File: config.mk
export PLATFORM = sky130hd
export DESIGN_NAME = shfifo_data_ram
export DESIGN_NICKNAME = d
export VERILOG_FILES = /design/src/verilog/shfifo_pkg.sv /design/src/verilog/shfifo_data_ram.sv
export VERILOG_INCLUDE_DIRS = /design/src /design/src/include
export SDC_FILE = /design/constraint.sdc
export NUM_CORES = 1
export LEC_CHECK = 0
export ABC_CLOCK_PERIOD_IN_PS = 2530
export BUFFER_PORTS_ARGS = -buffer_cell sky130_fd_sc_hd__buf_2
export CAP_MARGIN = 20
export CORE_MARGIN = 4
export CORE_UTILIZATION = 59
export CTS_CLUSTER_DIAMETER = 30
export DETAILED_ROUTE_END_ITERATION = 7
export HOLD_SLACK_MARGIN = 0.08
export PLACE_DENSITY_LB_ADDON = 0.1
export SLEW_MARGIN = 20
export SYNTH_ARGS = -nofsm -noshare
export SYNTH_HDL_FRONTEND = slang
export SYNTH_SLANG_ARGS = --single-unit
File: constraint.sdc
create_clock -name clk -period 2.53 [get_ports clk]
set_clock_uncertainty 0.1 [all_clocks]
set_input_delay 0.506 -clock clk [delete_from_list [all_inputs] [get_ports clk]]
set_output_delay 0.506 -clock clk [all_outputs]
set_load 0.01 [all_outputs]
File: src/include/shfifo_config.svh
// Shared-storage multi-FIFO configuration
// Fixed sizes for the entry RAM, the logical FIFOs and entry recycling

`ifndef SHFIFO_CONFIG_SVH
`define SHFIFO_CONFIG_SVH

// Shared entries in the data RAM
`define SHFIFO_DEPTH 8
// Logical FIFOs sharing the entries
`define SHFIFO_NUM_FIFOS 2
// Payload width
`define SHFIFO_WIDTH 16
// Cycles from a deallocation until the entry can be handed out again
`define SHFIFO_DEALLOC_DELAY 2

`endif
File: src/verilog/shfifo_pkg.sv
// Shared-storage multi-FIFO types
// Entry, FIFO and payload widths plus the bundles passed between blocks

`include "shfifo_config.svh"

package shfifo_pkg;

  typedef logic [$clog2(`SHFIFO_DEPTH)-1:0] addr_t;
  typedef logic [$clog2(`SHFIFO_NUM_FIFOS)-1:0] fifo_id_t;
  typedef logic [`SHFIFO_WIDTH-1:0] data_t;
  // Holds 0 through DEPTH inclusive
  typedef logic [$clog2(`SHFIFO_DEPTH + 1)-1:0] count_t;

  typedef struct packed {
    fifo_id_t fifo_id;
    data_t    data;
  } push_req_t;

  typedef struct packed {
    addr_t addr;
    data_t data;
  } ram_wr_t;

  typedef struct packed {
    fifo_id_t fifo_id;
    addr_t    addr;
  } tail_upd_t;

  typedef struct packed {
    logic  valid;
    addr_t addr;
  } dealloc_t;

  typedef struct packed {
    logic        psel;
    logic        penable;
    logic        pwrite;
    logic [7:0]  paddr;
    logic [31:0] pwdata;
  } apb_req_t;

  typedef struct packed {
    logic [31:0] prdata;
    logic        pready;
    logic        pslverr;
  } apb_rsp_t;

  // Read sequencer; POP_READ means RAM data comes back this cycle
  typedef enum logic {
    POP_IDLE,
    POP_READ
  } pop_state_e;

endpackage

File: src/verilog/shfifo_data_ram.sv
// Shared data RAM
// One write port and one read port, read data registered

`timescale 1ns/1ps
`include "shfifo_config.svh"

module shfifo_data_ram (
  input  logic                clk,
  input  logic                wr_valid,
  input  shfifo_pkg::ram_wr_t wr,
  input  logic                rd_en,
  input  shfifo_pkg::addr_t   rd_addr,
  output shfifo_pkg::data_t   rd_data
);
  import shfifo_pkg::*;

  data_t mem [`SHFIFO_DEPTH];

  always_ff @(posedge clk) begin
    if (wr_valid) mem[wr.addr] <= wr.data;
  end

  // Data valid the cycle after rd_en
  always_ff @(posedge clk) begin
    if (rd_en) rd_data <= mem[rd_addr];
  end

endmodule

==> impl_results.html <==
<table>
<tr><th>Metric</th><th>Value</th></tr>
<tr><th colspan="2">Timing</th></tr>
<tr><td>RSZ-0062 raised after global routing</td><td>false</td></tr>
<tr><td>Setup TNS</td><td>0 ns</td></tr>
<tr><td>Max_slew headroom</td><td>65.60%</td></tr>
<tr><td>Slew Limit Fails</td><td>0</td></tr>
<tr><td>Minimum period implied by the final worst setup slack</td><td>~1.7 ns</td></tr>
<tr><td>Highest achievable clock rate</td><td>between 0.5 and 0.6 GHz</td></tr>
<tr><td>Final worst path period share</td><td>65.99%</td></tr>
<tr><td>Pin slew with the least headroom to its limit</td><td>slightly above 0.5 ns</td></tr>
<tr><td>Final Setup Violations</td><td>0</td></tr>
<tr><td>Number of hold violations in the final report</td><td>0</td></tr>
<tr><th colspan="2">Routing</th></tr>
<tr><td>Violation count after the first detailed-routing iteration</td><td>approximately 140</td></tr>
<tr><td>Final routed wirelength across all metal layers</td><td>between 9000 and 10,000 um</td></tr>
<tr><td>Detail Route Antenna Nets</td><td>0</td></tr>
<tr><td>DRC viols</td><td>0</td></tr>
<tr><td>Number of search-and-repair iterations in the first detailed-routing pass</td><td>4</td></tr>
<tr><td>Total via count in the routed design</td><td>around 2,400</td></tr>
<tr><td>Per-cell via count in the routed design</td><td>about 6.1</td></tr>
<tr><td>Wire length per cell after detailed routing</td><td>23.24 um</td></tr>
<tr><th colspan="2">Min path</th></tr>
<tr><td>Cell depth of the worst hold path</td><td>1</td></tr>
<tr><td>Worst hold start</td><td>wr[4]</td></tr>
<tr><td>Kind of path behind the tightest hold check</td><td>in -&gt; reg</td></tr>
<tr><td>Hold worst-path end</td><td>mem[3][4]</td></tr>
<tr><th colspan="2">Cells and area</th></tr>
<tr><td>Area grow syn2layout</td><td>17.66%</td></tr>
<tr><td>Count of inserted antenna diode cells</td><td>0</td></tr>
<tr><td>Nets</td><td>300</td></tr>
<tr><td>Layout cell share with drive strength beyond 1</td><td>35.42%</td></tr>
<tr><th colspan="2">Synth</th></tr>
<tr><td>Yosys cell types</td><td>11</td></tr>
<tr><td>Cell type with the highest aggregate area in the netlist</td><td>edfxtp_1</td></tr>
<tr><td>Top cell types by occurrence after synthesis</td><td>edfxtp_1, mux4_1, mux2_2, nor2_1</td></tr>
<tr><td>Count leader, synth</td><td>edfxtp_1</td></tr>
<tr><td>Proportion of synthesized chip area in sequential cells</td><td>around 79%</td></tr>
<tr><td>EDFF count, synth</td><td>144</td></tr>
<tr><td>Post-synth top area share</td><td>79.28%</td></tr>
<tr><td>Most used flip-flop cell after synthesis</td><td>edfxtp_1</td></tr>
<tr><td>Flip-flop and latch count after synthesis</td><td>144</td></tr>
<tr><td>Ranking of synthesized cells by area</td><td>edfxtp_1, mux4_1, mux2_2, mux4_2, buf_6</td></tr>
<tr><td>Post-synth design cell area</td><td>5454 sq um</td></tr>
<tr><td>Number of nets produced by synthesis</td><td>between 200 and 250</td></tr>
<tr><td>Fraction of registers with async set/reset</td><td>0%</td></tr>
<tr><td>Cell count after synthesis</td><td>214</td></tr>
<tr><td>Avg Inst Size Synth</td><td>25.49 sq um</td></tr>
<tr><td>Yosys warnings</td><td>0</td></tr>
<tr><th colspan="2">Critical path</th></tr>
<tr><td>Beginning of the critical path</td><td>rd_data[9]</td></tr>
<tr><td>CP Data Arrival Time</td><td>about 1.1 ns</td></tr>
<tr><td>Max stage delay on crit path</td><td>0.40 ns</td></tr>
<tr><td>Reg2Reg Depth</td><td>2</td></tr>
<tr><td>Family with the most delay on the worst path</td><td>flip-flops</td></tr>
<tr><td>Worst reg-to-reg setup slack</td><td>0.94 ns</td></tr>
<tr><td>Sum of buffers and inverters on the critical path</td><td>1</td></tr>
<tr><td>Slowest-stage cell, CP</td><td>edfxtp_1</td></tr>
<tr><td>Critical-path maximum fanout</td><td>1</td></tr>
<tr><td>Required time of the critical path</td><td>1.92 ns</td></tr>
<tr><td>Endpoint kind of the worst setup timing path</td><td>primary output</td></tr>
<tr><td>Reg2reg end</td><td>rd_data[7]</td></tr>
<tr><td>Cells along the critical path</td><td>buf_2</td></tr>
<tr><td>Startpoint Class</td><td>register</td></tr>
<tr><td>Category of the critical setup timing path</td><td>reg -&gt; out</td></tr>
<tr><td>Reg2reg start</td><td>mem[4][7]</td></tr>
<tr><th colspan="2">Place</th></tr>
<tr><td>Post-DP HPWL</td><td>4824 um</td></tr>
<tr><td>Gp weighted congestion</td><td>0.6679</td></tr>
<tr><td>Number of buffer cells added on primary ports</td><td>40</td></tr>
<tr><th colspan="2">GRT</th></tr>
<tr><td>Aggregate global routing overflow</td><td>0</td></tr>
<tr><td>GR Util All Layers</td><td>between 10% and 20%</td></tr>
<tr><td>Vias in the first global route</td><td>2,425</td></tr>
<tr><td>Maximum number of pins on one net before global-route repair</td><td>33</td></tr>
<tr><td>First-pass GRT wire length</td><td>between 10,000 and 15,000 um</td></tr>
<tr><td>Antenna violations before repair</td><td>0</td></tr>
<tr><th colspan="2">Clock network</th></tr>
<tr><td>Quantity of gates resized following cts</td><td>0</td></tr>
<tr><td>Clock buffer count from CTS</td><td>17</td></tr>
<tr><td>Count of hold-fix buffers inserted at cts</td><td>0</td></tr>
<tr><td>Clock input transition at the sequential cells of the worst setup and hold paths</td><td>around 0.06 ns</td></tr>
<tr><td>Clock latency at the later pin of the worst-skew pair</td><td>0.51 ns</td></tr>
<tr><td>Cell at the root of the clock tree</td><td>clkbuf_8</td></tr>
<tr><td>Buffer levels on the longest clock path</td><td>2</td></tr>
<tr><td>Number of setup buffers added after CTS</td><td>0</td></tr>
<tr><td>CTS tree</td><td>built</td></tr>
<tr><td>Clock tree sinks</td><td>144</td></tr>
<tr><td>H-tree Lvls</td><td>4</td></tr>
<tr><th colspan="2">Floorplan</th></tr>
<tr><td>Number of core rows</td><td>34</td></tr>
<tr><td>Core region area</td><td>8848 sq um</td></tr>
<tr><td>Initial standard-cell utilization of the core</td><td>between 60% and 70%</td></tr>
<tr><td>Die outline width</td><td>104.1 um</td></tr>
<tr><td>IO Pins</td><td>41</td></tr>
<tr><td>Overall die height</td><td>104.1 um</td></tr>
<tr><td>Total Die Area</td><td>between 10,000 and 15,000 sq um</td></tr>
<tr><th colspan="2">Power and ir drop</th></tr>
<tr><td>Total power</td><td>5319 uW</td></tr>
<tr><td>Reported leakage power</td><td>0.002211 uW</td></tr>
<tr><td>Power per cell area</td><td>828.8 nW/um^2</td></tr>
<tr><td>Peak VDD IR</td><td>about 0.86 mV</td></tr>
<tr><th colspan="2">Job</th></tr>
<tr><td>Number of max-cap violations</td><td>0</td></tr>
<tr><th colspan="2">Status</th></tr>
<tr><td>Run status</td><td>complete, no violations</td></tr>
</table>
where the power goes:
part | internal [uW] | switching [uW] | total, uW
registers | 2730 | 19.6 | 2750
logic | 122 | 134 | 256
clock network | 1410 | 912 | 2320
total | 4250 | 1070 | 5320
sequential cells by signal, indices dropped and copies added (netlist names):
name	cells
mem	128
rd_data	16
layout make-up:
class / count / area, sq um
well taps: 108 / 135.1
repair buffers: 51 / 320.3
clock buffers: 20 / 425.4
multi-input cells: 61 / 1075
fillers: 544 / 2431
clock inverters: 12 / 137.6
flip-flops and latches: 144 / 4324
stage by stage:
step | hold slack [ns] | util (%) | cell area (sq um) | std cells | setup WS, ns
finish | 0.1586 | 72.53 | 6417 | 396 | 0.8604
global route | 0.1544 | 72.53 | 6417 | 396 | 0.8073
CTS | 0.1328 | 72.53 | 6417 | 396 | 0.8375
detailed placement | 0.6316 | 66.16 | 5854 | 364 | 0.4082
global placement | 0.6228 | 66.16 | 5854 | 364 | 0.4284
floorplan | 0.5049 | - | 5454 | 214 | 0.2014
how the worst max path moves through the flow:
stage                       end  slack, ns  depth (start not counted)
detailed placement  rd_data[12]       0.41                          4
global route         rd_data[9]       0.81                          1
global placement    rd_data[14]       0.43                          4
finish               rd_data[9]       0.86                          1
CTS                  rd_data[8]       0.84                          1
floorplan             mem[0][0]       0.20                          2
cells by family after synthesis:
group	Yosys count	share of synthesized area [%]
and+or+nand+nor	13	1.078
DFF	144	79.28
buffers and inverters	9	1.193
muxes	48	18.44
routing by layer:
metal  share of wire (%)  wire, um  up-vias  track usage (%)
met3                 4.5       418       12            4.531
met5                   0         0        -                0
met1                  45      4101     1260            24.23
li1                    -         -     1063                -
met2                  50      4567       65            28.18
met4                 1.2       113        0            7.407
cells in the final DEF (no fill, tap or decap), drive strengths merged:
master and n:
nand2b 3, nor3 2, clkinv 4, clkinvlp 5, buf 51, nor2 6
clkbuf 20, nand2 2, mux4 32, inv 1, mux2 16, edfxtp 144
bufinv 2
No activity file was read; power rests on OpenSTA's default activity.
