--- src/include/shfifo_config.svh ---
// Shared-storage multi-FIFO configuration
// Fixed sizes for the entry RAM, the logical FIFOs and entry recycling

`ifndef SHFIFO_CONFIG_SVH
`define SHFIFO_CONFIG_SVH

// Shared entries in the data RAM
`define SHFIFO_DEPTH 8
// Logical FIFOs sharing the entries
`define SHFIFO_NUM_FIFOS 2
// Payload width
`define SHFIFO_WIDTH 16
// Cycles from a deallocation until the entry can be handed out again
`define SHFIFO_DEALLOC_DELAY 2

`endif
--- src/verilog/shfifo_pkg.sv ---
// Shared-storage multi-FIFO types
// Entry, FIFO and payload widths plus the bundles passed between blocks

`include "shfifo_config.svh"

package shfifo_pkg;

  typedef logic [$clog2(`SHFIFO_DEPTH)-1:0] addr_t;
  typedef logic [$clog2(`SHFIFO_NUM_FIFOS)-1:0] fifo_id_t;
  typedef logic [`SHFIFO_WIDTH-1:0] data_t;
  // Holds 0 through DEPTH inclusive
  typedef logic [$clog2(`SHFIFO_DEPTH + 1)-1:0] count_t;

  typedef struct packed {
    fifo_id_t fifo_id;
    data_t    data;
  } push_req_t;

  typedef struct packed {
    addr_t addr;
    data_t data;
  } ram_wr_t;

  typedef struct packed {
    fifo_id_t fifo_id;
    addr_t    addr;
  } tail_upd_t;

  typedef struct packed {
    logic  valid;
    addr_t addr;
  } dealloc_t;

  typedef struct packed {
    logic        psel;
    logic        penable;
    logic        pwrite;
    logic [7:0]  paddr;
    logic [31:0] pwdata;
  } apb_req_t;

  typedef struct packed {
    logic [31:0] prdata;
    logic        pready;
    logic        pslverr;
  } apb_rsp_t;

  // Read sequencer; POP_READ means RAM data comes back this cycle
  typedef enum logic {
    POP_IDLE,
    POP_READ
  } pop_state_e;

endpackage

--- src/verilog/shfifo_apb_regs.sv ---
// APB register block
// Holds per-FIFO limits and the pop-enable mask, reports occupancy,
// free entries and the running deallocation total

`timescale 1ns/1ps
`include "shfifo_config.svh"

module shfifo_apb_regs (
  input  logic                                        clk,
  input  logic                                        rst,
  input  shfifo_pkg::apb_req_t                        apb_req,
  output shfifo_pkg::apb_rsp_t                        apb_rsp,
  input  shfifo_pkg::count_t [`SHFIFO_NUM_FIFOS-1:0]  fifo_count,
  input  shfifo_pkg::count_t                          free_count,
  input  logic                                        dealloc_count,
  output shfifo_pkg::count_t [`SHFIFO_NUM_FIFOS-1:0]  fifo_limit,
  output logic [`SHFIFO_NUM_FIFOS-1:0]                pop_en
);
  import shfifo_pkg::*;

  logic [`SHFIFO_NUM_FIFOS-1:0] pop_en_q;
  count_t [`SHFIFO_NUM_FIFOS-1:0] limit_q;
  logic [31:0]                  dealloc_total_q;
  logic [31:0]                  rdata;
  logic                         mapped;
  logic                         access;
  logic                         wr_en;

  assign access = apb_req.psel && apb_req.penable;
  assign wr_en = access && apb_req.pwrite;

  assign pop_en = pop_en_q;
  assign fifo_limit = limit_q;

  // Read mux and address decode
  always_comb begin
    rdata = '0;
    mapped = 1'b1;
    case (apb_req.paddr)
      8'h00: rdata = 32'(pop_en_q);
      8'h04: rdata = 32'(limit_q[0]);
      8'h08: rdata = 32'(limit_q[1]);
      8'h10: rdata = 32'(fifo_count[0]);
      8'h14: rdata = 32'(fifo_count[1]);
      8'h18: rdata = 32'(free_count);
      8'h1C: rdata = dealloc_total_q;
      default: mapped = 1'b0;
    endcase
  end

  // Zero wait states
  assign apb_rsp.pready = 1'b1;
  assign apb_rsp.prdata = rdata;
  assign apb_rsp.pslverr = access && !mapped;

  always_ff @(posedge clk) begin
    if (rst) begin
      pop_en_q <= '1;
      for (int i = 0; i < `SHFIFO_NUM_FIFOS; i++) limit_q[i] <= count_t'(`SHFIFO_DEPTH);
      dealloc_total_q <= '0;
    end else begin
      if (wr_en) begin
        // Writes to status registers are dropped
        case (apb_req.paddr)
          8'h00: pop_en_q <= apb_req.pwdata[`SHFIFO_NUM_FIFOS-1:0];
          8'h04: limit_q[0] <= count_t'(apb_req.pwdata);
          8'h08: limit_q[1] <= count_t'(apb_req.pwdata);
          default: ;
        endcase
      end
      dealloc_total_q <= dealloc_total_q + 32'(dealloc_count);
    end
  end

endmodule

--- config.mk ---
export PLATFORM = sky130hd
export DESIGN_NAME = shfifo_apb_regs
export DESIGN_NICKNAME = d
export VERILOG_FILES = /design/src/verilog/shfifo_pkg.sv /design/src/verilog/shfifo_apb_regs.sv
export VERILOG_INCLUDE_DIRS = /design/src /design/src/include
export SDC_FILE = /design/constraint.sdc
export NUM_CORES = 1
export LEC_CHECK = 0
export ABC_AREA = 1
export BUFFER_PORTS_ARGS = -buffer_cell sky130_fd_sc_hd__buf_2
export CAP_MARGIN = 20
export CELL_PAD_IN_SITES_DETAIL_PLACEMENT = 0
export CELL_PAD_IN_SITES_GLOBAL_PLACEMENT = 2
export CORE_ASPECT_RATIO = 0.5
export CORE_MARGIN = 3
export CORE_UTILIZATION = 24
export DETAILED_ROUTE_END_ITERATION = 10
export GPL_TIMING_DRIVEN = 0
export HOLD_SLACK_MARGIN = 0.08
export PLACE_DENSITY_LB_ADDON = 0.1
export SETUP_SLACK_MARGIN = 0.3
export SLEW_MARGIN = 20
export SYNTH_ARGS = -nofsm -noshare
export SYNTH_HDL_FRONTEND = slang
export SYNTH_SLANG_ARGS = --single-unit
--- constraint.sdc ---
create_clock -name clk -period 1.8 [get_ports clk]
set_input_delay 0.18 -clock clk [delete_from_list [all_inputs] [get_ports clk]]
set_output_delay 0.18 -clock clk [all_outputs]
set_load 0.03 [all_outputs]
==> impl.org <==
** Synthesis
- Synthesized area per cell :: 5.97 um^2
- Measured against the total synthesized area, the mux share comes to 0.
- Fraction of the mapped netlist area in compound gates :: 0.0740
- Of the total synthesized cell area, the portion taken by full adders, half adders and majority gates is 0.00925.
- Sequential element share of the synthesized area :: 0.311
- Counting every net in the synthesized netlist gives 513.
- Syn Std Cell Area :: 0.00271 mm^2
- Dominant combinational cell family by area after synthesis :: simple AND/OR/NAND/NOR gates
- The Yosys step of the flow raised 0 warnings.
- Counting distinct cell types in the post-synthesis netlist gives 25.
- Of the total synthesized cell area, the portion taken by AND, OR, NAND and NOR gates is 0.494.
- Xor/xnor share of the synthesized area :: 0
- Counting every instance in the synthesized netlist gives 453.
- Register bit count reported by yosys :: 42

** Die
- Die Area :: 0.0127 mm^2
- For this configuration, the core starts out at a cell density of 0.256.
- Die X :: 156 um
- Total core area :: 0.0106 mm^2
- # rows :: 26
- I/O pin cnt :: 102
- Vertical die dimension :: 81.1 um

** Clock network
- The root buffer cell chosen for the clock tree is sky130_fd_sc_hd__clkbuf_16.
- Clock sink count :: 42
- In this run, post-CTS hold repair placed 0 buffers.
- Insertion delay of the later-clocked pin in the worst-skew pair :: 290 ps
- The longest clock path from root to sink contains 2 buffers.
- Number of clock buffers inserted by TritonCTS :: 5
- CTS HTree Levels :: 2
- TritonCTS built the clock tree.
- Clock transition at path regs :: 70 ps

** Setup path
- Setup crit end kind :: register
- In this run the worst path has a maximum fanout of 6.
- Worst endpoint required time :: 1990 ps
- Startpoint kind of the worst setup timing path :: register
- Worst setup path class :: reg2reg
- Data on the critical path arrives at its endpoint at 1640 ps.

** STA
- Adding up every negative setup slack in the final design gives 0 ps.
- Minimum setup slack in the final design :: 347 ps
- Final count of hold timing violations :: 0
- Of the available clock period, the critical path in the final layout requires 0.807.
- At the pin with the least slew margin, the transition time is 581 ps.
- Setup violation total in the final timing report :: 0
- Max_slew headroom :: 0.613
- Unrepaired setup endpoints after global routing :: yes
- Final period demand of the worst path :: 1450 ps
- The number of pins with negative max-slew slack in the final report came to 0.
- Final setup skew :: 8.61 ps
- For this run, the top clock speed supported by timing is 0.688 GHz.

** Pwr
- Of the total power, the clock network draws 0.445.
- The share of total power dissipated in combinational logic is 0.080.
- Power Internal :: 1.50 mW
- Of the total power, registers draw 0.474.
- In this run the power density over the cells is 531 mW/mm^2.
- Summed over all cells, the static leakage comes to 1.62 nW.
- The analysis attributes to net switching a power of 0.484 mW.
- Of the total power, the share spent switching nets is 0.244.
- Worst VDD drop :: 0.322 mV

** Drt
- Total wirelength of the detailed-routed design :: 8910 um
- Using the TritonRoute via totals, the vias-per-cell ratio works out to 4.31.
- Number of remaining DRC errors :: 0
- Dividing the detail-routed wire length by the instance count gives 13.1 um.
- The first routing iteration left 178 violations.
- Antenna-violating nets left :: 0
- Routed via count :: 2921
- Drt first pass iters :: 4

** GRT
- Total global routing overflow :: 0
- Entering global routing, the biggest net connects 13 pins.
- The via count of the first global-routing pass was 2740.
- Across every metal layer, demand over resource in global routing totals 0.144.
- Antenna violations before repair :: 0
- First-pass GRT wire length :: 14200 um

** Placed design
- The congestion estimate from routability-driven global placement came to 0.767.
- Number of buffers added on ports :: 71
- Post-detail-place hpwl :: 6930 um
- Pre-CTS setup slack :: 168 ps

** Final layout
- Number of antenna cells inserted :: 0
- The library cells used most frequently in the layout, excluding fill and tap cells, are 104 x sky130_fd_sc_hd__nand2_1, 91 x sky130_fd_sc_hd__nor2_1, 56 x sky130_fd_sc_hd__inv_1, 48 x sky130_fd_sc_hd__buf_2, 42 x sky130_fd_sc_hd__nand3_1.
- Area growth from synthesis to layout :: 38.1%
- In the final design database the tool counted 598 nets.
- Share of layout cells above drive strength 1 :: 0.290
- Leaving out fill and tap cells, the most frequent cell in the layout is sky130_fd_sc_hd__nand2_1.

** Run status
- The flow ran to the end, and the final reports show no timing, DRC or antenna violations.

** Hold path
- The min-delay analysis places its worst path in the category in2reg.

** Flow run
- Max-cap violations in this run came to 0.
==> timing repair <==
item / in CTS / in global routing
buffers inserted: 5 / 2
setup endpoints to repair: 34 / 36
hold endpoints to repair: 0 / 0
resized for setup: 18 / 96
pin swaps: 8 / 14
==> power groups by stage <==
stage,Combinational (mW),Sequential [mW],Clock (mW)
5_1_grt,0.180,0.941,0.956
4_1_cts,0.145,0.941,0.923
3_3_place_gp,0.136,0.959,0
3_5_place_dp,0.134,0.959,0
6_report,0.159,0.941,0.884
2_1_floorplan,0.0773,0.958,0
==> critical path, cell delays in order, from the launching register on <==
cell and delay, ps:
sky130_fd_sc_hd__dfxtp_2 340, sky130_fd_sc_hd__ha_4 150, sky130_fd_sc_hd__ha_4 140, sky130_fd_sc_hd__nand2_4 60, sky130_fd_sc_hd__nor2_4 160, sky130_fd_sc_hd__nand2_4 120
sky130_fd_sc_hd__nor2_4 180, sky130_fd_sc_hd__nand3_1 90, sky130_fd_sc_hd__nand2_1 60, sky130_fd_sc_hd__nor2_1 40
==> kinds of logic after synthesis <==
family,Yosys count
buffers and inverters,73
other,1
DFF,42
and+or+nand+nor,296
AOI/OAI and AO/OA,39
adders and majority gates,2
==> synthesized netlist by cell type <==
master                     count  share of area
sky130_fd_sc_hd__nand2_1     108           0.15
sky130_fd_sc_hd__nor2_8        2          0.015
sky130_fd_sc_hd__nor3_1        4         0.0074
sky130_fd_sc_hd__buf_6         2         0.0083
sky130_fd_sc_hd__nand2_2       6          0.014
sky130_fd_sc_hd__a21oi_1      25          0.046
sky130_fd_sc_hd__buf_2         3         0.0055
sky130_fd_sc_hd__buf_1         2         0.0028
sky130_fd_sc_hd__inv_2         3         0.0042
sky130_fd_sc_hd__nor2_2        4         0.0092
sky130_fd_sc_hd__nor2_1      112           0.16
sky130_fd_sc_hd__nand3b_1      1         0.0028
sky130_fd_sc_hd__nor2_4        9          0.037
sky130_fd_sc_hd__buf_4         2         0.0055
sky130_fd_sc_hd__o21a_1        2         0.0055
sky130_fd_sc_hd__nand3_2       2         0.0074
sky130_fd_sc_hd__dfxtp_1      42           0.31
sky130_fd_sc_hd__nand3_1      45          0.083
sky130_fd_sc_hd__clkinv_1      1         0.0014
sky130_fd_sc_hd__inv_1        60          0.083
sky130_fd_sc_hd__o21ai_1       1         0.0018
sky130_fd_sc_hd__conb_1        1         0.0014
sky130_fd_sc_hd__nand2_4       3          0.012
sky130_fd_sc_hd__o21ai_0      11          0.020
sky130_fd_sc_hd__ha_1          2         0.0092
==> metal layers <==
layer	vias to the layer above	global-route usage	wire length (um)	part of all wire
li1	1567	-	-	-
met1	1274	0.204	4720	0.53
met2	78	0.233	3720	0.42
met3	2	0.0282	442	0.050
met4	0	0.0210	18	0.0020
met5	-	0	0	0
==> metrics by stage <==
step | hold slack (ps) | utilization | total power, mW | cells | cell area [um^2]
floorplan | 293 | - | 1.04 | 453 | 2710
global placement | 424 | 0.306 | 1.09 | 664 | 3240
CTS | 124 | 0.329 | 2.01 | 676 | 3470
detailed placement | 426 | 0.306 | 1.09 | 664 | 3240
global route | 138 | 0.353 | 2.08 | 678 | 3740
finish | 134 | 0.353 | 1.98 | 678 | 3740
==> registers in the layout (all words and copies together), names as in the netlist <==
register / flops
pop_en: 2
dealloc_total_q: 32
fifo_limit: 8
==> final timing paths <==
| kind | startpoint | to | slack (ps) | cells past startpoint |
|---|---|---|---|---|
| worst max-delay path | dealloc_total_q[0]$_SDFF_PP0_ | dealloc_total_q[20]$_SDFF_PP0_ | 350 | 9 |
| worst min-delay path | apb_req[3] | fifo_limit[7]$_SDFFE_PP1P_ | 130 | 3 |
| worst max register to register | dealloc_total_q[0]$_SDFF_PP0_ | dealloc_total_q[20]$_SDFF_PP0_ | 350 | 9 |
| worst min register to register | pop_en[0]$_SDFFE_PP1P_ | pop_en[0]$_SDFFE_PP1P_ | 480 | 2 |
==> area by class of cell <==
type | instances | area, um^2
flip-flops and latches | 42 | 843
plain buffers | 9 | 96.3
clock buffers | 5 | 125
fillers | 1215 | 6840
multi-input cells | 338 | 1730
inverters | 64 | 240
clock inverters | 2 | 10.0
well taps | 140 | 175
repair buffers | 78 | 517
(Power assumes the default switching activity.)
