<file path="src/include/shfifo_config.svh">
// Shared-storage multi-FIFO configuration
// Fixed sizes for the entry RAM, the logical FIFOs and entry recycling

`ifndef SHFIFO_CONFIG_SVH
`define SHFIFO_CONFIG_SVH

// Shared entries in the data RAM
`define SHFIFO_DEPTH 8
// Logical FIFOs sharing the entries
`define SHFIFO_NUM_FIFOS 2
// Payload width
`define SHFIFO_WIDTH 16
// Cycles from a deallocation until the entry can be handed out again
`define SHFIFO_DEALLOC_DELAY 2

`endif
</file>
<file path="src/verilog/shfifo_pkg.sv">
// Shared-storage multi-FIFO types
// Entry, FIFO and payload widths plus the bundles passed between blocks

`include "shfifo_config.svh"

package shfifo_pkg;

  typedef logic [$clog2(`SHFIFO_DEPTH)-1:0] addr_t;
  typedef logic [$clog2(`SHFIFO_NUM_FIFOS)-1:0] fifo_id_t;
  typedef logic [`SHFIFO_WIDTH-1:0] data_t;
  // Holds 0 through DEPTH inclusive
  typedef logic [$clog2(`SHFIFO_DEPTH + 1)-1:0] count_t;

  typedef struct packed {
    fifo_id_t fifo_id;
    data_t    data;
  } push_req_t;

  typedef struct packed {
    addr_t addr;
    data_t data;
  } ram_wr_t;

  typedef struct packed {
    fifo_id_t fifo_id;
    addr_t    addr;
  } tail_upd_t;

  typedef struct packed {
    logic  valid;
    addr_t addr;
  } dealloc_t;

  typedef struct packed {
    logic        psel;
    logic        penable;
    logic        pwrite;
    logic [7:0]  paddr;
    logic [31:0] pwdata;
  } apb_req_t;

  typedef struct packed {
    logic [31:0] prdata;
    logic        pready;
    logic        pslverr;
  } apb_rsp_t;

  // Read sequencer; POP_READ means RAM data comes back this cycle
  typedef enum logic {
    POP_IDLE,
    POP_READ
  } pop_state_e;

endpackage

</file>
<file path="src/verilog/shfifo_freelist.sv">
// Free-list tracker for the shared entries
// Offers the lowest free entry and recycles returned entries after a fixed delay

`timescale 1ns/1ps
`include "shfifo_config.svh"

module shfifo_freelist (
  input  logic                clk,
  input  logic                rst,
  output logic                alloc_sendable,
  output shfifo_pkg::addr_t   alloc_entry,
  input  logic                alloc_take,
  input  shfifo_pkg::dealloc_t dealloc,
  output logic                dealloc_count,
  output shfifo_pkg::count_t  free_count
);
  import shfifo_pkg::*;

  logic [`SHFIFO_DEPTH-1:0] free_q;
  logic [`SHFIFO_DEPTH-1:0] free_d;
  logic                     init_q;
  // Returned entries in flight; the last stage rejoins the bitmap
  dealloc_t                 pipe_q [0:`SHFIFO_DEALLOC_DELAY-2];
  dealloc_t                 ret;

  assign ret = pipe_q[`SHFIFO_DEALLOC_DELAY-2];

  // Nothing is offered until the cycle after reset release
  assign alloc_sendable = init_q && |free_q;
  assign free_count = count_t'($countones(free_q));

  // Priority pick, lowest index wins
  always_comb begin
    alloc_entry = '0;
    for (int i = `SHFIFO_DEPTH - 1; i >= 0; i--) begin
      if (free_q[i]) alloc_entry = addr_t'(i);
    end
  end

  always_comb begin
    free_d = free_q;
    if (alloc_take) free_d[alloc_entry] = 1'b0;
    if (ret.valid) free_d[ret.addr] = 1'b1;
  end

  always_ff @(posedge clk) begin
    if (rst) begin
      init_q <= 1'b0;
      free_q <= '1;
      dealloc_count <= 1'b0;
      for (int i = 0; i < `SHFIFO_DEALLOC_DELAY - 1; i++) pipe_q[i] <= '0;
    end else begin
      init_q <= 1'b1;
      free_q <= free_d;
      // Reported in the same cycle the entry shows as free
      dealloc_count <= ret.valid;
      pipe_q[0] <= dealloc;
      for (int i = 1; i < `SHFIFO_DEALLOC_DELAY - 1; i++) pipe_q[i] <= pipe_q[i-1];
    end
  end

  take_when_sendable_a: assert property (@(posedge clk) disable iff (rst)
    alloc_take |-> alloc_sendable);

  // Pop side may only return entries that the push side took
  no_double_free_a: assert property (@(posedge clk) disable iff (rst)
    dealloc.valid |-> !free_q[dealloc.addr]);

endmodule

</file>
<file path="config.mk">
export PLATFORM = sky130hd
export DESIGN_NAME = shfifo_freelist
export DESIGN_NICKNAME = d
export VERILOG_FILES = /design/src/verilog/shfifo_pkg.sv /design/src/verilog/shfifo_freelist.sv
export VERILOG_INCLUDE_DIRS = /design/src /design/src/include
export SDC_FILE = /design/constraint.sdc
export NUM_CORES = 1
export LEC_CHECK = 0
export ABC_AREA = 1
export BUFFER_PORTS_ARGS = -buffer_cell sky130_fd_sc_hd__buf_2
export CAP_MARGIN = 20
export CORE_MARGIN = 3
export CORE_UTILIZATION = 50
export CTS_BUF_LIST = sky130_fd_sc_hd__clkbuf_16
export CTS_CLUSTER_DIAMETER = 50
export DETAILED_ROUTE_END_ITERATION = 8
export PLACE_DENSITY = 0.79
export REMOVE_ABC_BUFFERS = 1
export SETUP_SLACK_MARGIN = 0.02
export SLEW_MARGIN = 0
export SYNTH_ARGS = -nofsm -noshare
export SYNTH_HDL_FRONTEND = slang
export SYNTH_SLANG_ARGS = --single-unit
export TNS_END_PERCENT = 1
</file>
<file path="constraint.sdc">
create_clock -name clk -period 4.95 [get_ports clk]
set_input_delay 1.485 -clock clk [delete_from_list [all_inputs] [get_ports clk]]
set_output_delay 1.485 -clock clk [all_outputs]
set_load 0.01 [all_outputs]
</file>
==> results by group, run 1 <==
Run status
  – Status: completed

CTS
  – Clock buffer depth: 2
  – Clock Sinks: 14
  – Htree depth: 1
  – Num CTS Buffers: 3
  – CTS tree: done
  – Worst-path clk slew: 0.05 ns
  – Worst skew pair latency: 0.24 ns
  – CTS Hold Bufs: 0
  – Postcts setup bufs: 0
  – Post-cts resize count: 0
  – Root buffer cell: clkbuf_16

Worst hold path
  – Hold crit path type: flip-flop to flip-flop

Timing
  – Max-slew violations: 0
  – Fmax: 223.3 MHz
  – Final setup viols: 0
  – Tmin final: 4.479 ns
  – Final Hold Viols: 0
  – Slew headroom: 0.8314
  – Skew final: 0.002440 ns
  – Worst hold slack: 0.4661 ns
  – Final Cycle Share: 0.9049
  – RSZ-0062 raised after global routing: no
  – Setup TNS Final: 0 ns
  – Worst-Margin Slew: 0.2510 ns

Power
  – Pwr dens: 313.8 nW/µm²
  – Max VDD drop: 261.9 µV
  – Leak: 0.5816 nW

GRT
  – Total grt overflow: 0
  – Total Routing Usage GR: 0.1873
  – GR Util met1: 0.1879
  – Largest net degree at the start of global routing: 12
  – Global-route wire length before repair: 2.801 mm
  – GR Util met3: 0.04981
  – Initial antenna violation count: 0
  – Gr busiest metal: met2
  – Number of global-route vias before repair: 705
  – GR Util met2: 0.3235

Detailed routing
  – Initial DRC Count: 10
  – Drt pass-1 iters: 4
  – Via density: 5.000
  – Post-DRT Antenna Nets: 0
  – Residual DRC count: 0
  – Vias: 780
  – Post-detailed-routing wire length: 1.650 mm
  – WL/cell: 10.58 µm

Layout
  – Area of the multi-input gates: 461.7 µm²
  – Layout Nets: 157
  – Ant diodes: 0
  – Layout cells sized above 1: 0.2071
  – Synth-to-Final Area Change: 19.91%
  – Commonest non-fill, non-tap cell in the layout: nand2_1
  – Final Cell Area: 1025 µm²
  – Most frequent cells in the layout: nand2_1, inv_1, buf_2
  – Reg area: 280.3 µm²
  – Fill count: 140

Logic synthesis
  – Ranking of synthesized cells by area: dfxtp_1, nand2_1, inv_1
  – Register area share after synthesis: 0.3280
  – Mean Syn Cell Area: 7.005 µm²
  – Seq cells post-synth: 14
  – Top cell type's share of synthesized area: 0.3280
  – Cell Area, Synth: 854.6 µm²
  – Mapped Cells: 122
  – Yosys top cell by area: dfxtp_1
  – Yosys cell types: 18
  – Yosys warns: 0

Die
  – Initial cell density of the core: 0.5482
  – Die area: 2241 µm²
  – Die extent in x: 47.34 µm
  – Io pins: 16
  – Num rows: 14
  – Core Area: 1559 µm²
  – Die H: 47.34 µm

Place
  – Placed instance area: 945.9 µm²
  – HPWL Detailed: 1.324 mm
  – PortBufs: 15
  – RD Place Congestion: 0.8171

Setup path
  – Crit path cell chain: fa_1, inv_1, fa_1, fa_1, inv_1, ha_1, inv_1, fa_1, inv_1, buf_2
  – CP Max Fanout: 5
  – CP max stage delay: 0.55 ns
  – WP data required: 3.46 ns
  – Critical Path AT: 2.99 ns
  – CP Capture Type: output port
  – Crit path launch type: flip-flop
  – WS Path Type: flip-flop to output port
  – Slowest stage cell, crit path: fa_1

Job
  – Max-Cap Viols: 0
==> worst max-delay path, delay by kind of cell (launching register included) <==
kind	cells	cell delay, ns
adder cells (fa/ha/maj)	5	2.06
buffers and inverters	5	0.34
flip-flops	1	0.35
==> cells by family after synthesis <==
group	Yosys count	synth area share
flip-flops	14	0.3280
AND/OR/NAND/NOR	60	0.3046
AO/OA/AOI/OAI	8	0.05857
buffers and inverters	30	0.1318
adder cells (fa/ha/maj)	9	0.1669
XOR/XNOR	1	0.01025
==> where the power goes <==
group | internal (W) | switching (W)
Clock | 0.000107 | 0.0000459
Sequential | 0.000117 | 0.00000403
Combinational | 0.0000201 | 0.0000276
Total | 0.000244 | 0.0000775
==> through the flow <==
| step | util | power [W] | instances | worst slack (ns) |
|---|---|---|---|---|
| after detailed placement | 0.6067 | 0.0001715 | 152 | 0.6912 |
| after global placement | 0.6067 | 0.0001693 | 152 | 0.7669 |
| after global routing | 0.6573 | 0.0003372 | 156 | 0.3319 |
| after floorplan | - | 0.0001542 | 121 | 0.8162 |
| after CTS | 0.6573 | 0.0003239 | 156 | 0.4408 |
| final | 0.6573 | 0.0003215 | 156 | 0.4709 |
==> sequential cells by signal (all words and copies together) (netlist names) <==
signal / cells
init_q: 1
free_q: 8
dealloc_count: 1
pipe_q: 4
==> layer usage <==
layer	vias up	routed length (µm)	share of wire
li1	401	-	-
met1	346	671	0.41
met2	27	832	0.50
met3	6	93	0.056
met4	0	53	0.032
met5	-	0	0
==> final timing paths <==
check	start	endpoint	slack, ns	depth (start not counted)
setup / recovery	free_q[0]$_SDFF_PP1_	free_count[1]	0.47	10
hold / removal	free_q[4]$_SDFF_PP1_	free_q[4]$_SDFF_PP1_	0.47	2
setup reg to reg	free_q[4]$_SDFF_PP1_	free_q[3]$_SDFF_PP1_	3.79	8
hold reg to reg	free_q[4]$_SDFF_PP1_	free_q[4]$_SDFF_PP1_	0.47	2
==> cells in the mapped netlist <==
master,count
dfxtp_1,14
o221ai_1,2
nand2_4,1
fa_1,4
a21oi_1,5
o21a_1,1
nand2_2,3
nand3_1,4
ha_1,5
nand2_1,35
xnor2_1,1
clkbuf_1,1
nor2_2,3
inv_1,25
nor2_1,9
nor3_1,4
inv_2,4
nand4_1,1
==> layout make-up <==
class	instances	share of cell area
Tap cell	16	0.01954
Clock inverter	1	0.003663
Clock buffer	3	0.07326
Sequential cell	14	0.2735
Timing Repair Buffer	15	0.07326
Multi-Input combinational cell	78	0.4506
Inverter	29	0.1062
Note: power is estimated with default switching activity, not from simulation.
==> inputs of run 2 (changes only) <==
--- a/config.mk
+++ b/config.mk
@@ -10,11 +10,11 @@
 export BUFFER_PORTS_ARGS = -buffer_cell sky130_fd_sc_hd__buf_2
 export CAP_MARGIN = 20
 export CORE_MARGIN = 3
-export CORE_UTILIZATION = 50
+export CORE_UTILIZATION = 40
 export CTS_BUF_LIST = sky130_fd_sc_hd__clkbuf_16
 export CTS_CLUSTER_DIAMETER = 50
 export DETAILED_ROUTE_END_ITERATION = 8
-export PLACE_DENSITY = 0.79
+export PLACE_DENSITY = 0.69
 export REMOVE_ABC_BUFFERS = 1
 export SETUP_SLACK_MARGIN = 0.02
 export SLEW_MARGIN = 0
==> constraint.sdc (replaced) <==
create_clock -name clk -period 3.95 [get_ports clk]
set_input_delay 1.185 -clock clk [delete_from_list [all_inputs] [get_ports clk]]
set_output_delay 1.185 -clock clk [all_outputs]
set_load 0.01 [all_outputs]
==> run 2 against run 1 <==
Compared with the run above: the run now ends with negative setup slack left; largest power group unchanged; wire length increased by 3.6%; die area increased by 22%; clock-buffer cell count unchanged; cell area increased by 3.7%; power increased by 25%; sequential power increased by 25%; sequential share of layout area decreased by 0.85 points; critical path type unchanged; non-clock buffer count increased by 2.
==> results by group, run 2 (synthesized netlist as in run 1, its figures left out) <==
Run status
  – Status: complete, but fails checks
  – Violated checks: negative setup slack

Timing
  – Fmax: 238.6 MHz
  – RSZ-0062 raised after global routing: yes
  – Worst hold slack: 0.4789 ns (+0.01283 ns)
  – Tmin final: 4.191 ns
  – Final Hold Viols: 0 (unchanged)
  – Final Cycle Share: 1.061
  – Max-slew violations: 0 (unchanged)
  – Final setup viols: 2 (+2)
  – Slew headroom: 0.8165 (-0.01492)
  – Skew final: 0.001758 ns (-0.0006815 ns)
  – Final setup margin: -0.2414 ns (-0.7123 ns)
  – Worst-Margin Slew: 0.2732 ns (+0.02221 ns)

Die
  – Initial cell density of the core: 0.4269 (-0.1213)
  – Die H: 52.22 µm (+10%)
  – Die area: 2727 µm² (+22%)
  – Num rows: 16 (+2)
  – Core Area: 2002 µm² (+28%)
  – Io pins: 16 (unchanged)
  – Die extent in x: 52.22 µm (+10%)

Layout
  – Synth-to-Final Area Change: 24.30%
  – Ant diodes: 0 (unchanged)
  – Commonest non-fill, non-tap cell in the layout: nand2_1
  – Layout Nets: 159 (+1.3%)
  – Layout cells sized above 1: 0.2553 (+0.04818)
  – Most frequent cells in the layout: nand2_1, inv_1, buf_2
  – Fill count: 201 (+44%)
  – Layout Cells excl Fill: 168 (+7.7%)
  – Most flop-heavy register: free_q
  – Max FFs per register: 8 (unchanged)
  – Top flop regs: free_q x8, pipe_q x4

Detailed routing
  – Vias: 764 (-2.1%)
  – Via density: 4.548 (-9.0%)
  – Residual DRC count: 0 (unchanged)
  – Initial DRC Count: 12 (+2)
  – WL/cell: 10.17 µm (-3.8%)
  – Post-DRT Antenna Nets: 0 (unchanged)
  – Post-detailed-routing wire length: 1.709 mm (+3.6%)
  – Drt pass-1 iters: 2 (-2)

Setup path
  – Reg2reg end: free_q[7]$_SDFF_PP1_
  – CP Capture Type: output port
  – CP max stage delay: 0.53 ns (-0.02 ns)
  – CP Max Fanout: 2 (-3)
  – CP endpoint: free_count[1]
  – Register-to-register setup slack: 2.68 ns (-1.11 ns)
  – Slowest stage cell, crit path: fa_1
  – Reg-to-Reg Start: free_q[1]$_SDFF_PP1_
  – Most used cell along the critical path: fa_1
  – Worst Reg-to-Reg Cells: 7 (-1)
  – Crit path cell chain: fa_1, inv_1, fa_1, fa_1, inv_1, ha_2, inv_2, fa_2, inv_2, buf_6
  – Critical Path AT: 3.01 ns (+0.02 ns)
  – Crit path launch type: flip-flop
  – WP data required: 2.76 ns (-0.70 ns)
  – WS Path Type: flip-flop to output port
  – Crit path from: free_q[0]$_SDFF_PP1_

CTS
  – Clock Sinks: 14 (unchanged)
  – Htree depth: 1 (unchanged)
  – Worst skew pair latency: 0.24 ns (about the same)
  – Root buffer cell: clkbuf_16
  – Num CTS Buffers: 3 (unchanged)
  – Clock buffer depth: 2 (unchanged)
  – Worst-path clk slew: 0.04 ns (about the same)
  – CTS tree: done

GRT
  – Global-route wire length before repair: 2.904 mm (+3.7%)
  – Initial antenna violation count: 0 (unchanged)
  – Total grt overflow: 0 (unchanged)
  – Total Routing Usage GR: 0.1418 (-0.04543)
  – Largest net degree at the start of global routing: 12 (unchanged)
  – Number of global-route vias before repair: 749 (+6.2%)

Job
  – Max-Cap Viols: 0 (unchanged)

Power
  – Max VDD drop: 241.1 µV (-8.0%)
  – Pwr dens: 379.5 nW/µm² (+21%)
  – PnR Total Power: 0.0004032 W (+25%)
  – Leak: 0.5859 nW (+0.73%)

Place
  – HPWL Detailed: 1.317 mm (-0.56%)
  – RD Place Congestion: 0.8253 (+1.0%)
  – Placed insts: 165 (+8.6%)
  – PortBufs: 15 (unchanged)

Worst hold path
  – Hold crit path type: flip-flop to flip-flop
run 2: layout make-up:
type / count / area, µm² / share of cell area
multi-input cells: 78 / 466.7 / 0.4393
flip-flops and latches: 14 / 281.5 / 0.2650
inverters: 29 / 108.9 / 0.1025
repair buffers: 17 / 96.34 / 0.09069
clock buffers: 3 / 75.07 / 0.07067
well taps: 27 / 33.78 / 0.03180
run 2: critical path, delay by kind of cell (launching register included):
family | cells | cell delay, ns
buffers and inverters | 5 | 0.32
adders and majority gates | 5 | 2.15
DFF | 1 | 0.32
run 2: how the worst min path moves through the flow:
stage / from / to / cells after the start
2_1_floorplan: free_q[5]$_SDFF_PP1_ / free_q[5]$_SDFF_PP1_ / 2
3_3_place_gp: free_q[4]$_SDFF_PP1_ / free_q[4]$_SDFF_PP1_ / 2
3_5_place_dp: free_q[5]$_SDFF_PP1_ / free_q[5]$_SDFF_PP1_ / 2
4_1_cts: pipe_q[0][3]$_SDFF_PP0_ / dealloc_count$_SDFF_PP0_ / 2
5_1_grt: free_q[5]$_SDFF_PP1_ / free_q[5]$_SDFF_PP1_ / 2
6_report: pipe_q[0][3]$_SDFF_PP0_ / dealloc_count$_SDFF_PP0_ / 2
run 2: metal layers:
| layer | vias to the layer above | share of wire | track usage |
|---|---|---|---|
| met1 | 349 | 0.40 | 0.1487 |
| met4 | 0 | 0.0082 | 0.07234 |
| li1 | 401 | - | - |
| met3 | 2 | 0.036 | 0.01709 |
| met5 | - | 0 | 0 |
| met2 | 12 | 0.55 | 0.2720 |
run 2: what timing repair did:
item / 4_1_cts / 5_1_grt
setup endpoints to repair: 2 / 2
setup buffers: 0 / 0
pin swaps: 0 / 0
hold buffers: 0 / 0
resized for setup: 0 / 6
run 2: through the flow:
step	setup WS (ns)	setup TNS (ns)	area [µm²]	utilization
after floorplan	0.1162	0	850.8	-
after global placement	0.1083	0	974.7	0.4869
after detailed placement	0.02553	0	974.7	0.4869
after CTS	-0.2251	-0.4341	1050	0.5244
after global routing	-0.3268	-0.6154	1062	0.5306
final	-0.2414	-0.4173	1062	0.5306
run 2: report_power, final:
group,switching (W),internal (W)
Sequential,0.00000360,0.000147
Clock,0.0000492,0.000132
Combinational,0.0000394,0.0000321
Total,0.0000922,0.000311
