==> src/include/shfifo_config.svh <==
// Shared-storage multi-FIFO configuration
// Fixed sizes for the entry RAM, the logical FIFOs and entry recycling

`ifndef SHFIFO_CONFIG_SVH
`define SHFIFO_CONFIG_SVH

// Shared entries in the data RAM
`define SHFIFO_DEPTH 8
// Logical FIFOs sharing the entries
`define SHFIFO_NUM_FIFOS 2
// Payload width
`define SHFIFO_WIDTH 16
// Cycles from a deallocation until the entry can be handed out again
`define SHFIFO_DEALLOC_DELAY 2

`endif
==> src/verilog/shfifo_pkg.sv <==
// Shared-storage multi-FIFO types
// Entry, FIFO and payload widths plus the bundles passed between blocks

`include "shfifo_config.svh"

package shfifo_pkg;

  typedef logic [$clog2(`SHFIFO_DEPTH)-1:0] addr_t;
  typedef logic [$clog2(`SHFIFO_NUM_FIFOS)-1:0] fifo_id_t;
  typedef logic [`SHFIFO_WIDTH-1:0] data_t;
  // Holds 0 through DEPTH inclusive
  typedef logic [$clog2(`SHFIFO_DEPTH + 1)-1:0] count_t;

  typedef struct packed {
    fifo_id_t fifo_id;
    data_t    data;
  } push_req_t;

  typedef struct packed {
    addr_t addr;
    data_t data;
  } ram_wr_t;

  typedef struct packed {
    fifo_id_t fifo_id;
    addr_t    addr;
  } tail_upd_t;

  typedef struct packed {
    logic  valid;
    addr_t addr;
  } dealloc_t;

  typedef struct packed {
    logic        psel;
    logic        penable;
    logic        pwrite;
    logic [7:0]  paddr;
    logic [31:0] pwdata;
  } apb_req_t;

  typedef struct packed {
    logic [31:0] prdata;
    logic        pready;
    logic        pslverr;
  } apb_rsp_t;

  // Read sequencer; POP_READ means RAM data comes back this cycle
  typedef enum logic {
    POP_IDLE,
    POP_READ
  } pop_state_e;

endpackage

==> src/verilog/shfifo_push_ctrl.sv <==
// Push controller
// Grants pushes against free entries and per-FIFO limits, writes the RAM
// and hands the new entry to the linked list as the FIFO tail

`timescale 1ns/1ps
`include "shfifo_config.svh"

module shfifo_push_ctrl (
  input  logic                                         push_valid,
  input  shfifo_pkg::push_req_t                        push_req,
  output logic                                         push_ready,
  input  logic                                         alloc_sendable,
  input  shfifo_pkg::addr_t                            alloc_entry,
  output logic                                         alloc_take,
  input  shfifo_pkg::count_t [`SHFIFO_NUM_FIFOS-1:0]   fifo_count,
  input  shfifo_pkg::count_t [`SHFIFO_NUM_FIFOS-1:0]   fifo_limit,
  output logic                                         ram_wr_valid,
  output shfifo_pkg::ram_wr_t                          ram_wr,
  output logic                                         tail_upd_valid,
  output shfifo_pkg::tail_upd_t                        tail_upd
);
  import shfifo_pkg::*;

  fifo_id_t id;
  logic     under_limit;
  logic     grant;

  assign id = push_req.fifo_id;
  // Limit is checked only for the FIFO being pushed
  assign under_limit = fifo_count[id] < fifo_limit[id];

  assign push_ready = alloc_sendable && under_limit;
  assign grant = push_valid && push_ready;
  assign alloc_take = grant;

  // RAM write and tail append are the same event
  assign ram_wr_valid = grant;
  assign ram_wr.addr = alloc_entry;
  assign ram_wr.data = push_req.data;

  assign tail_upd_valid = grant;
  assign tail_upd.fifo_id = id;
  assign tail_upd.addr = alloc_entry;

endmodule

==> config.mk <==
export PLATFORM = sky130hd
export DESIGN_NAME = shfifo_push_ctrl
export DESIGN_NICKNAME = d
export VERILOG_FILES = /design/src/verilog/shfifo_pkg.sv /design/src/verilog/shfifo_push_ctrl.sv
export VERILOG_INCLUDE_DIRS = /design/src /design/src/include
export SDC_FILE = /design/constraint.sdc
export NUM_CORES = 1
export LEC_CHECK = 0
export BUFFER_PORTS_ARGS = -buffer_cell sky130_fd_sc_hd__buf_2
export CAP_MARGIN = 20
export CORE_AREA = 2 2 39 41
export DETAILED_ROUTE_END_ITERATION = 8
export DIE_AREA = 0 0 41 43
export PLACE_DENSITY = 0.82
export SLEW_MARGIN = 20
export SYNTH_ARGS = -nofsm -noshare
export SYNTH_HDL_FRONTEND = slang
export SYNTH_SLANG_ARGS = --single-unit
export TNS_END_PERCENT = 100
==> constraint.sdc <==
create_clock -name vclk -period 2.6
set_input_delay 0 -clock vclk [all_inputs]
set_output_delay 0 -clock vclk [all_outputs]
set_load 0.03 [all_outputs]
==> results.py, run 1 <==
metrics = {
    "sta": {
        "min_period_ns": 1.61,
        "rsz0062_at_grt": "false",
        "setup_viol": 0,
        "min_period_over_period_pct": 62.0,
        "hold_viol_final": 0,
        "slew_viol_final": 0,
        "tightest_slew_ns": 0.233,
        "slew_headroom_pct": 84.5,
        "max_freq_ghz": 0.621,
        "fin_setup_tns_ns": 0,
    },
    "die": {
        "die_w_um": 41,
        "start_util_pct": 26.1,
        "dieArea_um2": 1760,
        "row_count": 14,
        "core-area_um2": 1380,
        "fp.dieH_um": 43,
        "ios": 65,
    },
    "global_route": {
        "overflow": 0,
        "first_global_vias": 204,
        "grt_usage_pct": 5.39,
        "antenna_found_initial": 0,
        "grt_max_degree": 10,
        "grt_pass1_wl_um": 731,
    },
    "route": {
        "num_vias": 251,
        "routed_via_density": 4.40,
        "post_drt_wl_per_cell_um": 10.1,
        "dr.first_iter.drc_count": 1,
        "drtAntennaViolNets": 0,
        "totalWireLength_um": 573,
        "drc": 0,
        "dr.pass1.iters": 2,
    },
    "layout": {
        "regArea_um2": 0,
        "drive_above_1_share_pct": 68.3,
        "layoutNonFillerInstCount": 57,
        "final_util_pct": 21.9,
        "nFlopsAndLatches": 0,
        "fillers": 161,
        "nClkBuffers": 0,
        "layout.nets": 84,
        "syn_to_final_growth_pct": -16.3,
        "diodes": 0,
    },
    "setup_path": {
        "worstSetupStartpoint": "push_req[16]",
        "critPathRequiredTime_ns": 2.60,
        "critPathKind": "input port to primary output",
        "end_kind": "primary output",
        "start_kind": "input port",
        "crit_fanout": 9,
        "critPathArrivalTime_ns": 1.61,
        "critPathCapture": "ram_wr_valid",
    },
    "hold_path": {
        "hp-class": "input port to primary output",
    },
    "clock_network": {
        "cts_resized": 0,
        "cts_setup_buffers": 0,
        "hold_buffers": 0,
    },
    "logic_synthesis": {
        "syn-cell-area_um2": 362,
        "syn_area_per_cell_um2": 8.41,
        "ys_seq_area_share_pct": 0,
        "ys_types": 12,
        "syn_inst": 43,
        "syn_nets": 84,
        "yosysWarnings": 0,
    },
    "pwr": {
        "ir_drop_uv": 26.8,
        "clkPwrFrac_pct": 0,
        "switching_share_pct": 53.1,
        "seqPwrFrac_pct": 0,
        "power_mw": 0.0619,
        "p_switching_mw": 0.0329,
        "combinationalPowerShare_pct": 100.0,
        "internal-power_mw": 0.0290,
        "powerDensity_nw_per_um2": 205,
        "leakagePower_nw": 0.170,
    },
    "place": {
        "gp_congestion": 0.487,
        "port_buffers": 24,
        "dpl.cell_count": 57,
    },
    "status": {
        "status": "finished clean",
    },
    "flow_run": {
        "cap_violations": 0,
    },
}
[critical path, cell delays in order]
cell	delay, ns
buf_2	0.20
mux2_2	0.36
ha_1	0.33
nand2_1	0.07
nand3b_1	0.11
a311oi_2	0.29
buf_2	0.25
[worst min path at each step]
stage / depth (start not counted) / startpoint / endpoint
5_1_grt: 0 / push_req[0] / ram_wr[0]
4_1_cts: 0 / push_req[12] / ram_wr[12]
2_1_floorplan: 1 / push_req[0] / ram_wr[0]
3_3_place_gp: 0 / push_req[12] / ram_wr[12]
3_5_place_dp: 0 / push_req[12] / ram_wr[12]
6_report: 0 / push_req[0] / ram_wr[0]
[cells in the final DEF, fill, tap and decap left out]
master and n:
mux2_2 3, nand2_1 1, nand3b_1 2, inv_1 1, a31o_1 1, mux2i_1 3
a311oi_2 1, or3b_1 1, ha_1 3, buf_2 24, a31oi_1 1
[power groups by stage]
stage | sequential, mW | combinational (mW) | clock, mW
finish | 0 | 0.0619 | 0
global route | 0 | 0.0684 | 0
CTS | 0 | 0.0633 | 0
detailed placement | 0 | 0.0633 | 0
global placement | 0 | 0.0618 | 0
floorplan | 0 | 0.109 | 0
[synthesized netlist by cell type]
library cell  number  share of area, %
buf_4             25                52
ha_1               3                10
mux2_2             3               9.3
mux2i_1            3               8.3
nand3b_1           2               4.2
a311oi_2           1               4.2
a31o_1             1               2.4
a31oi_1            1               1.7
buf_6              1               3.1
inv_1              1               1.0
nand2_1            1               1.0
or3b_1             1               2.4
[layout make-up]
cell class / instances / area, µm² / area share [%]
timing repair buffer: 24 / 120 / 39.7
inverter: 1 / 3.75 / 1.24
multi-input combinational: 16 / 159 / 52.5
tap: 16 / 20.0 / 6.61
[through the flow]
stage,setup WS [ns],hold WS [ns],cell area (µm²)
after floorplan,0.777,0.132,362
after global placement,0.994,0.000205,303
after detailed placement,0.964,0.000205,303
after CTS,0.970,0.000205,303
after global routing,0.885,0.0000587,303
final,0.989,0.0000132,303
[logic make-up (layout without fill, tap and decap cells)]
family	count (synthesis)	in the layout	synth area share (%)
buffers and inverters	27	25	56.1
muxes	6	6	17.6
and+or+nand+nor	4	4	7.61
adders and majority gates	3	3	10.4
AOI/OAI and AO/OA	3	3	8.30
[metal layers]
metal  global-route usage (%)  share of wire [%]  vias to the layer above
li1                         -                  -                      117
met3                     2.09                 17                        0
met2                     11.3                 55                       19
met4                        0                  0                        0
met1                     4.43                 28                      115
met5                        0                  0                        -
Power figures use the tool's default switching activity.
==> inputs of run 2 (changes only) <==
Settings changed: ABC_AREA from default to 1, PLACE_DENSITY 0.82 to 0.83.
Clock period 2.6 ns to 1.6 ns, I/O delays scaled along.
==> run 2 against run 1 <==
Power increased by 67%. Via count increased by 2.0%. Clock-buffer cell count did not move. Non-clock buffer count unchanged. Worst setup slack lost 0.83 ns. Core utilization grew 1.3 points. Area after synthesis up 3.5%. Critical endpoint is now tail_upd_valid. Largest cell class unchanged.
==> results.py, run 2 <==
metrics = {
    "status": {
        "status": "finished clean",
    },
    "setup_path": {
        "end_kind": "primary output",
        "critPathKind": "input port to primary output",
        "worstSetupStartpoint": "push_req[16]",
        "start_kind": "input port",
        "crit_fanout": 9,
        "critPathRequiredTime_ns": 1.60,
        "critPathArrivalTime_ns": 1.44,
    },
    "place": {
        "gp_congestion": 0.641,
        "hpwl_um": 501,
        "place_ws_ns": 0.107,
        "port_buffers": 24,
        "dpl.cell_count": 66,
    },
    "sta": {
        "min_period_ns": 1.44,
        "setup_slack_ns": 0.162,
        "hold_viol_final": 0,
        "rsz0062_at_grt": "false",
        "tightest_slew_ns": 0.143,
        "whs_ns": 0.0000108,
        "max_freq_ghz": 0.695,
        "fin_setup_tns_ns": 0,
        "setup_viol": 0,
        "slew_viol_final": 0,
        "min_period_over_period_pct": 89.9,
        "slew_headroom_pct": 90.2,
    },
    "global_route": {
        "grt_pass1_wl_um": 779,
        "grt_usage_pct": 5.79,
        "antenna_found_initial": 0,
        "overflow": 0,
        "grt_max_degree": 10,
        "first_global_vias": 238,
    },
    "logic_synthesis": {
        "syn-cell-area_um2": 374,
        "yosysWarnings": 0,
        "ys_types": 11,
        "synth.most_common_cell": "buf_4",
        "yosysTopAreaCellShare_pct": 50.2,
        "yosys-top-cells-area": "buf_4, ha_1, mux2_2, mux2i_1, nand2_1",
        "ys_seq_area_share_pct": 0,
        "yosys.area.top_type": "buf_4",
        "syn_nets": 93,
        "syn_inst": 52,
        "ys_top_cells_by_count": "buf_4, nand2_1, inv_1",
        "syn_area_per_cell_um2": 7.19,
    },
    "die": {
        "start_util_pct": 27.0,
        "dieArea_um2": 1760,
        "core-area_um2": 1380,
        "die_w_um": 41,
        "fp.dieH_um": 43,
        "row_count": 14,
        "ios": 65,
    },
    "route": {
        "drc": 0,
        "post_drt_wl_per_cell_um": 8.62,
        "totalWireLength_um": 569,
        "dr.first_iter.drc_count": 0,
        "num_vias": 256,
        "dr.pass1.iters": 1,
        "routed_via_density": 3.88,
        "drtAntennaViolNets": 0,
    },
    "layout": {
        "layout.nets": 93,
        "syn_to_final_growth_pct": -14.4,
        "regArea_um2": 0,
        "layoutNonFillerInstCount": 66,
        "fillers": 165,
        "final_cell_mix": "buf_2, nand2_1, inv_1",
        "diodes": 0,
        "nClkBuffers": 0,
        "layout_commonest_cell": "buf_2",
        "drive_above_1_share_pct": 60.0,
        "nFlopsAndLatches": 0,
    },
    "clock_network": {
        "hold_buffers": 0,
    },
    "hold_path": {
        "hp-class": "input port to primary output",
        "min_path_cells": 0,
        "worstHoldStart": "push_req[11]",
    },
    "flow_run": {
        "cap_violations": 0,
    },
    "pwr": {
        "power_mw": 0.103,
        "leakagePower_nw": 0.206,
        "powerDensity_nw_per_um2": 323,
        "ir_drop_uv": 67.8,
    },
}
-- run 2: final timing paths --
check and to:
max tail_upd_valid, min ram_wr[11]
-- run 2: through the flow --
step	instance area, µm²	utilization [%]
finish	320	23.1
global route	320	23.1
CTS	315	22.8
detailed placement	315	22.8
global placement	315	22.8
floorplan	374	-
-- run 2: cell families (layout without fill, tap and decap cells) --
kind of cell | Yosys count | count (layout) | synth area share [%]
buffers and inverters | 31 | 29 | 58.2
adders and majority gates | 3 | 3 | 10.0
and+or+nand+nor | 12 | 12 | 14.7
muxes | 6 | 6 | 17.1
-- run 2: cell type report --
type / count / area (µm²) / area share [%]
multi-input combinational: 21 / 156 / 48.8
inverter: 5 / 18.8 / 5.86
tap: 16 / 20.0 / 6.25
timing repair buffer: 24 / 125 / 39.1
-- run 2: timing repair --
action | in CTS | in global routing
buffers inserted | 0 | 0
setup endpoints to repair | 0 | 3
gates resized for setup | 0 | 2
-- run 2: critical path, stage by stage --
cell      delay (ns)
clkbuf_4        0.18
mux2_2          0.35
ha_1            0.31
nand2_1         0.06
nand2_1         0.04
nor2_1          0.10
nand2_2         0.08
nor2_2          0.10
buf_2           0.21
-- run 2: per-layer routing --
metal | up-vias | part of all wire [%] | track usage, %
met1 | 94 | 32 | 5.38
li1 | 132 | - | -
met2 | 22 | 43 | 10.6
met4 | 0 | 4.2 | 3.33
met5 | - | 0 | 0
met3 | 8 | 21 | 1.05
-- run 2: power breakdown --
part | switching, mW | internal [mW]
Combinational | 0.0557 | 0.0476
Clock | 0 | 0
Sequential | 0 | 0
Total | 0.0557 | 0.0476
==> inputs of run 3 (changes only) <==
--- a/config.mk
+++ b/config.mk
@@ -14,2 +14,3 @@
 export DIE_AREA = 0 0 41 43
+export GPL_ROUTABILITY_DRIVEN = 0
 export PLACE_DENSITY = 0.83
==> constraint.sdc (replaced) <==
create_clock -name vclk -period 1.6
set_input_delay 0.24 -clock vclk [all_inputs]
set_output_delay 0.24 -clock vclk [all_outputs]
set_load 0.03 [all_outputs]
==> run 3 against run 2 <==
The flow now finishes with violations (negative setup slack). Critical path depth stayed put. Hold slack gained 0.48 ns. Core utilization up 11 points. Clock-buffer cell count is the same. Routed wire length grew 1.9%. Via count is 7.0% higher. First-iteration DRC count increased by 1.
==> results.py, run 3 (synthesis gave the netlist of run 2 again) <==
metrics = {
    "die": {
        "start_util_pct": 27.0,
        "dieArea_um2": 1760,
        "die_w_um": 41,
        "ios": 65,
        "core-area_um2": 1380,
        "row_count": 14,
        "fp.dieH_um": 43,
    },
    "setup_path": {
        "crit_fanout": 7,
        "worstSetupStartpoint": "push_req[16]",
        "crit_buf_inv": 2,
        "crit_chain": "buf_12 > mux2_4 > ha_4 > nand2_2 > nand2_2 > nor2_4 > nand2_4 > nor2_4 > buf_6",
        "start_kind": "input port",
        "crit_cells": 9,
        "critPathRequiredTime_ns": 1.36,
        "critPathKind": "input port to primary output",
        "end_kind": "primary output",
        "max_stage_delay_ns": 0.30,
        "crit_family": "simple AND/OR/NAND/NOR gates",
        "critPathSlowestCell": "mux2_4",
        "critPathArrivalTime_ns": 1.43,
        "critPathCapture": "tail_upd_valid",
    },
    "clock_network": {
        "hold_buffers": 0,
    },
    "pwr": {
        "ir_drop_uv": 104,
        "power_mw": 0.169,
        "powerDensity_nw_per_um2": 359,
        "leakagePower_nw": 0.243,
    },
    "route": {
        "post_drt_wl_per_cell_um": 8.53,
        "drc": 0,
        "routed_via_density": 4.03,
        "num_vias": 274,
        "dr.pass1.iters": 2,
        "drtAntennaViolNets": 0,
        "dr.first_iter.drc_count": 1,
        "totalWireLength_um": 580,
    },
    "layout": {
        "fillers": 145,
        "multi_input_area_um2": 256,
        "final_cell_mix": "buf_2, nand2_2, inv_1, buf_6",
        "layout.nets": 95,
        "nFlopsAndLatches": 0,
        "layout_commonest_cell": "buf_2",
        "diodes": 0,
        "drive_above_1_share_pct": 86.5,
        "regArea_um2": 0,
        "syn_to_final_growth_pct": 25.8,
        "nClkBuffers": 0,
    },
    "global_route": {
        "first_global_vias": 250,
        "grt_max_degree": 8,
        "antenna_found_initial": 0,
        "grt_usage_pct": 7.20,
        "overflow": 0,
        "grt_pass1_wl_um": 952,
    },
    "sta": {
        "max_freq_ghz": 0.600,
        "tightest_slew_ns": 0.236,
        "min_period_over_period_pct": 104,
        "setup_slack_ns": -0.0663,
        "min_period_ns": 1.67,
        "slew_viol_final": 0,
        "rsz0062_at_grt": "true",
        "slew_headroom_pct": 83.8,
        "fin_setup_tns_ns": -0.198,
        "setup_viol": 3,
        "hold_viol_final": 0,
    },
    "hold_path": {
        "hp-class": "input port to primary output",
    },
    "flow_run": {
        "cap_violations": 0,
    },
    "place": {
        "hpwl_um": 501,
        "port_buffers": 24,
    },
    "status": {
        "status": "finished, violations left",
        "violations": "negative setup slack",
    },
}
## run 3: changes by cell type in the layout (fill, tap and decap cells not counted), sizes merged
| cell | delta |
|---|---|
| clkbuf | -2 |
| buf | +4 |
## run 3: worst min-delay path by stage
stage | startpoint | end | depth (start not counted)
after floorplan | push_req[0] | ram_wr[0] | 1
after global placement | push_req[3] | ram_wr[3] | 0
after detailed placement | push_req[3] | ram_wr[3] | 0
after CTS | push_req[3] | ram_wr[3] | 0
after global routing | push_req[14] | ram_wr[14] | 0
final | push_req[11] | ram_wr[11] | 0
## run 3: power by group
| part | internal (mW) | switching [mW] |
|---|---|---|
| logic | 0.0889 | 0.0800 |
| clock network | 0 | 0 |
| registers | 0 | 0 |
| total | 0.0889 | 0.0800 |
## run 3: routing by layer
layer	GRT usage (%)	wire length [µm]
met5	0	0
met4	2.67	12
met3	1.57	73
met2	12.2	303
met1	8.25	191
## run 3: cell type report
cell class	count	area share, %
tap	16	4.26
multi-input combinational	21	54.5
timing repair buffer	26	37.2
inverter	5	3.99
## run 3: metrics by stage
step,instances,worst slack (ns),cell area (µm²),util [%],hold slack (ns)
final,68,-0.0663,470,34.0,0.480
after detailed placement,68,-0.278,372,26.9,0.480
after CTS,68,-0.0836,439,31.7,0.480
after global routing,68,-0.135,470,34.0,0.480
after global placement,68,-0.252,372,26.9,0.480
after floorplan,52,-0.210,432,-,0.612
## run 3: what timing repair did
action,in CTS,in global routing
pin swaps,5,2
setup buffers,0,0
gates resized for setup,17,9
endpoints found under the setup margin,4,4
